<file path="config.mk">
export PLATFORM = sky130hd
export DESIGN_NAME = bk_sequencer
export DESIGN_NICKNAME = d
export VERILOG_FILES = /design/src/design/bk_ctrl_pkg.sv /design/src/design/bk_sequencer.sv
export SDC_FILE = /design/constraint.sdc
export NUM_CORES = 1
export LEC_CHECK = 0
export ABC_AREA = 1
export BUFFER_PORTS_ARGS = -buffer_cell sky130_fd_sc_hd__buf_2
export CORE_AREA = 3 3 40 42
export DETAILED_ROUTE_END_ITERATION = 12
export DIE_AREA = 0 0 43 45
export PLACE_DENSITY = 0.58
export SETUP_SLACK_MARGIN = 0.05
export SLEW_MARGIN = 20
export SYNTH_ARGS = -nofsm -noshare
export SYNTH_HDL_FRONTEND = slang
export SYNTH_SLANG_ARGS = --single-unit
export TNS_END_PERCENT = 50
</file>
<file path="constraint.sdc">
create_clock -name clk_sys -period 2.69 [get_ports clk_sys]
set_input_delay 0.4035 -clock clk_sys [delete_from_list [all_inputs] [get_ports clk_sys]]
set_output_delay 0.4035 -clock clk_sys [all_outputs]
set_load 0.005 [all_outputs]
</file>
<file path="src/design/bk_ctrl_pkg.sv">
// Backup RAM sequencer control types
package bk_ctrl_pkg;

	// REQUEST holds the first request, NEXT the ones that follow a sector
	typedef enum logic [1:0] {
		IDLE,
		REQUEST,
		ACKED,
		NEXT
	} bk_state_e;

	typedef enum logic {
		DIR_LOAD,
		DIR_SAVE
	} bk_dir_e;

endpackage

</file>
<file path="src/design/bk_sequencer.sv">
// Save and load sequencer with pending flag and autosave trigger
`timescale 1ns/1ps

module bk_sequencer
	import bk_ctrl_pkg::*;
(
	input  logic clk_sys,
	input  logic reset,
	input  logic bk_enable,
	input  logic load_req,
	input  logic save_req,
	input  logic autosave_en,
	input  logic osd_open,
	input  logic core_we,
	input  logic sd_ack,
	input  logic last,
	output logic sd_rd,
	output logic sd_wr,
	output logic clear,
	output logic step,
	output logic busy,
	output logic loading,
	output logic pending
);

	bk_state_e state;
	bk_dir_e   dir;

	logic load_q;
	logic save_q;
	logic auto_q;
	logic ack_q;
	logic auto_cond;
	logic load_rise;
	logic save_rise;
	logic auto_rise;
	logic ack_rise;
	logic ack_fall;
	logic start;
	logic start_save;

	//////////////////////////////
	// Trigger and ack edges
	//////////////////////////////

	// Autosave fires when the menu opens over unsaved data
	assign auto_cond = pending & osd_open & autosave_en;

	assign load_rise = load_req & ~load_q;
	assign save_rise = save_req & ~save_q;
	assign auto_rise = auto_cond & ~auto_q;
	assign ack_rise  = sd_ack & ~ack_q;
	assign ack_fall  = ~sd_ack & ack_q;

	always_ff @(posedge clk_sys) begin
		if (reset) begin
			load_q <= 1'b0;
			save_q <= 1'b0;
			auto_q <= 1'b0;
			ack_q  <= 1'b0;
		end else begin
			load_q <= load_req;
			save_q <= save_req;
			auto_q <= auto_cond;
			ack_q  <= sd_ack;
		end
	end

	// Load wins when both edges land together
	assign start      = (state == IDLE) & bk_enable & (load_rise | save_rise | auto_rise);
	assign start_save = start & ~load_rise;

	// Sector is valid in the cycle the request rises
	assign clear = start;
	assign step  = (state == ACKED) & ack_fall & ~last;

	//////////////////////////////
	// Transfer FSM
	//////////////////////////////

	always_ff @(posedge clk_sys) begin
		if (reset) begin
			state <= IDLE;
			dir   <= DIR_SAVE;
		end else begin
			case (state)
				IDLE: begin
					if (start) begin
						state <= REQUEST;
						dir   <= load_rise ? DIR_LOAD : DIR_SAVE;
					end
				end
				REQUEST, NEXT: begin
					if (ack_rise)
						state <= ACKED;
				end
				ACKED: begin
					// Host done with this sector
					if (ack_fall)
						state <= last ? IDLE : NEXT;
				end
				default: state <= IDLE;
			endcase
		end
	end

	assign sd_rd   = ((state == REQUEST) || (state == NEXT)) && (dir == DIR_LOAD);
	assign sd_wr   = ((state == REQUEST) || (state == NEXT)) && (dir == DIR_SAVE);
	assign busy    = (state != IDLE);
	assign loading = (state != IDLE) && (dir == DIR_LOAD);

	// Unsaved core writes counted only while the game runs
	always_ff @(posedge clk_sys) begin
		if (reset)
			pending <= 1'b0;
		else if (start_save)
			pending <= 1'b0;
		else if (bk_enable && !osd_open && core_we)
			pending <= 1'b1;
	end

endmodule

</file>
== Yosys cells after proc, flatten, opt, wreduce, memory -nomap -nowiden ==
Index checks and enable logic that the tools add are counted.

* Register bits: 8
* Input port bits: 10
* Output and inout port bits: 7
* Word-level logic and storage cells: 54

* Equal/unequal tests: 6
* Multiplexer cells: 6
* Bitwise gates (word level): 22
* Reduce and logical (&&, ||, !) cells: 13

{| class="wikitable"
|+ Operators by type and width
! kind !! number
|-
| 1-bit bitwise AND || 12
|-
| 2-bit two-way mux || 4
|-
| 1-bit inverter || 8
|-
| 2-bit != test (second input constant) || 3
|-
| 2-bit case mux with 3 select lines || 1
|-
| 1-bit logical AND || 5
|-
| 2-bit equality test (second input constant) || 2
|-
| 2-bit OR reduction || 2
|-
| 3-bit AND reduction || 1
|-
| 2-bit by 1-bit equality test with 1-bit output (second input constant) || 1
|-
| 2-bit zero test || 1
|-
| 1-bit bitwise OR || 2
|-
| 2-bit AND reduction || 1
|-
| 2-bit nonzero test || 1
|-
| 1-bit zero test || 1
|-
| 1-bit logical OR || 1
|-
| 1-bit two-way mux || 1
|}

== Logic depth before layout (Yosys ltp) ==
* Depth after elaboration: 7
* Depth in mapped cells: 9

== Least setup slack after synthesis ==
No wires, ideal clock.

* Kind: input port to output port
* Start: in load_req
* End: out clear
* Data arrival time: 0.744 ns
* Path slack: 1.543 ns
* Cell stages on the path: 6
* Cell sequence: nand2_1 nand2_1 inv_1 nand2_1 nand2_2 inv_1

* Cells in the longest elaborated chain, start to end: 4

{| class="wikitable"
|+ Ends and longest elaborated chain
! what !! line !! text
|-
| start, declared || bk_sequencer.sv:10 || <nowiki>input logic load_req,</nowiki>
|-
| 1-bit bitwise AND || bk_sequencer.sv:49 || <nowiki>assign load_rise = load_req & ~load_q;</nowiki>
|-
| 1-bit bitwise OR (2 in series) || bk_sequencer.sv:70 || <nowiki>assign start = (state == IDLE) & bk_enable & (load_rise | save_rise | auto_rise);</nowiki>
|-
| 1-bit bitwise AND || bk_sequencer.sv:70 ||
|-
| end, declared || bk_sequencer.sv:19 || <nowiki>output logic clear,</nowiki>
|}

Every way passes these cells.

== Worst setup path in the final report ==
* Start: reg state[0]
* End: out clear

* Cells in the longest elaborated chain, start to end: 3

{| class="wikitable"
|+ Ends and longest elaborated chain
! what !! line !! text
|-
| start, declared || bk_sequencer.sv:26 || <nowiki>bk_state_e state;</nowiki>
|-
| start signal, assigned || bk_sequencer.sv:100 || <nowiki>state <= last ? IDLE : NEXT;</nowiki>
|-
| 2-bit zero test || bk_sequencer.sv:70 ||
|-
| 1-bit bitwise AND (2 in series) || bk_sequencer.sv:70 ||
|}

Every way passes these cells.

==> results.toml <==
[outcome]
status = "complete, no violations"

[setup_path]
timing.rr.start = "state[0]$_SDFFE_PP0P_"
cp_max_fo = 7
start_kind = "flip-flop"
r2r-end = "pending$_SDFFE_PP0P_"
worst_ep_arrival_time_ns = 1.19
crit_family = "flip-flops"
r2r_setup_slack_ns = 1.61
path_buf_inv = 3
endpoint_kind = "output port"
max_stage_delay_ns = 0.43
rr_worst_depth = 6
crit_type = "flip-flop to output port"
slowest_stage = "dfxtp_1"
critical_path.cell_chain = "inv_2, nand2_4, nor2_2, nand2_2, inv_1, buf_2"
required_ns = 2.29

[timing]
fin_crit_sh_pct = 59.4
fin_ws_ns = 1.09
fin_setup_tns_ns = 0
tightest_slew_ns = 0.213
report.final.setup_viol = 0
drv_slew = 0
fmax_mhz = 626
clock-skew-final_ns = 0.00542
slew_headroom_pct = 85.8
rsz0062_at_grt = "no"
report.final.hold_viol_count = 0
fin_crit_ns = 1.60
fin_hold_ws_ns = 0.370

[final_layout]
fillers = 144
multi_input_area_sq_um = 183
synthToLayoutAreaGrowth_pct = 29.8
register_area_sq_um = 160
fin_cells = 96
fin_area_sq_um = 528
drive_gt1_share_pct = 32.1
nets = 93
final_util_pct = 41.1
n_antenna_cell = 0

[die]
num_io_pins = 17
die_w_um = 43
rows = 13
core_sq_um = 1280
die_h_um = 45
initial_core_util_pct = 31.6
die_area_sq_um = 1940

[logic_synthesis]
syn-instance-count = 62
synth.distinct_cells = 17
syn-mean-instance-area_sq_um = 6.56
synth_largest_area_cell = "dfxtp_1"
syn-cell-area_sq_um = 407
synth_nets = 72
ys_seq_area_share_pct = 39.4
synthTopCellsByArea = "dfxtp_1 (39%), inv_1 (14%), nand2_1 (10%)"
ys_warn_count = 0
synth-seq-cells = 8
yosysTopAreaCellShare_pct = 39.4

[clock_tree]
clkLatencyLatePin_ns = 0.25
cts_tree = "yes"
ctsResizeCount = 0
clk_pin_slew_ns = 0.05
h-tree-depth = 1
clk_path_buf_depth = 2
cts_buffers = 3
post-cts-setup-buffers = 0
cts_hold_buf = 0
cts_sinks = 8
cts_root_buffer = "clkbuf_4"

[placement]
placed_cells = 93
dpl_cell_area_sq_um = 505
hpwl_um = 653
routabilityCongestion = 0.698
io_buffers = 16
place_ws_ns = 1.28

[route]
antenna_left = 0
vias = 399
maxUsedRoutingLayer = "met3"
wl_met1_um = 357
avgRoutedWirePerCell_um = 8.34
route.met2.wl_um = 378
wirelength_um = 801
via_per_inst = 4.16
drtIter0Drc = 14
remaining_drc_errors = 0
dr.pass1.iters = 4
wl_met3_um = 64

[global_route]
grt_pass1_wl_um = 1320
grt_pass1_vias = 315
grt.total_usage_pct = 9.69
antenna_found_initial = 0
grt_max_degree = 8
overflow = 0

[hold_path]
min_delay_path_depth = 3
holdPathEnd = "save_q$_SDFF_PP0_"
hold_start = "save_req"
hp-class = "input port to flip-flop"

[power]
finalPower_mw = 0.430
p_per_area_nw_per_um2 = 815
p_leak_nw = 0.314
vdd_ir_drop_max_v = 0.000293

[run]
drv_cap = 0
[state kept, by name (all words and copies together) (netlist names)]
name / count
state: 2
ack_q: 1
auto_q: 1
dir: 1
load_q: 1
pending: 1
save_q: 1
[worst max path at each step]
stage                           from     to  slack (ns)  cells past startpoint
4_1_cts        state[0]$_SDFFE_PP0P_  clear        1.09                      6
3_3_place_gp                load_req  clear        1.29                      8
6_report       state[0]$_SDFFE_PP0P_  clear        1.09                      6
2_1_floorplan               load_req  clear        1.54                      6
3_5_place_dp                load_req  clear        1.28                      8
5_1_grt        state[0]$_SDFFE_PP0P_  clear        0.98                      6
[report_power, final]
| part | switching (mW) | total, mW | leakage (nW) | internal [mW] |
|---|---|---|---|---|
| sequential | 0.0166 | 0.156 | 0.0661 | 0.139 |
| combinational | 0.109 | 0.184 | 0.234 | 0.0751 |
| clock | 0.0394 | 0.0903 | 0.0138 | 0.0510 |
[cell type report]
cell class                      count  area share [%]
Clock buffer                        3            4.27
Inverter                           17            12.1
Multi-Input combinational cell     37            34.6
Sequential cell                     8            30.3
Tap cell                           15            3.55
Timing Repair Buffer               16            15.2
[per-layer routing]
metal	up-vias	global-route usage, %
met4	0	1.81
met5	-	0
met2	10	14.1
met3	0	7.17
met1	162	11.7
li1	227	-
[tightest hold or removal path, stage by stage]
cell and delay, ns:
buf_2 0.08, inv_1 0.03, nor2_1 0.06
[cell families after synthesis]
family                 Yosys count  share of synthesized area (%)
buffers and inverters           17                           15.7
flip-flops                       8                           39.4
AO/OA/AOI/OAI                    7                           10.2
AND/OR/NAND/NOR                 30                           34.8
[cells in the final DEF (no fill, tap or decap)]
cell      instances
nand2_4           1
dfxtp_1           8
nand2_2           1
nor2_1            9
a31o_2            1
buf_2            16
nand2_1          11
nand3_2           1
o21ai_0           3
o211ai_1          1
nor4_1            1
inv_1            15
nor2_2            1
nand3_1           2
a21oi_1           2
clkbuf_4          3
nor3_1            2
inv_2             2
nand4_1           1
[synthesized netlist by cell type]
library cell   n
nand4_1        1
nor4_1         1
o211ai_1       1
nand3_1        2
nor2_2         1
nand3_2        1
nor3_1         2
a21oi_1        2
o21ai_0        3
nand2_2        1
nand2_4        1
a31o_2         1
inv_1         15
dfxtp_1        8
nor2_1         9
nand2_1       11
inv_2          2
Power figures use the tool's default switching activity.
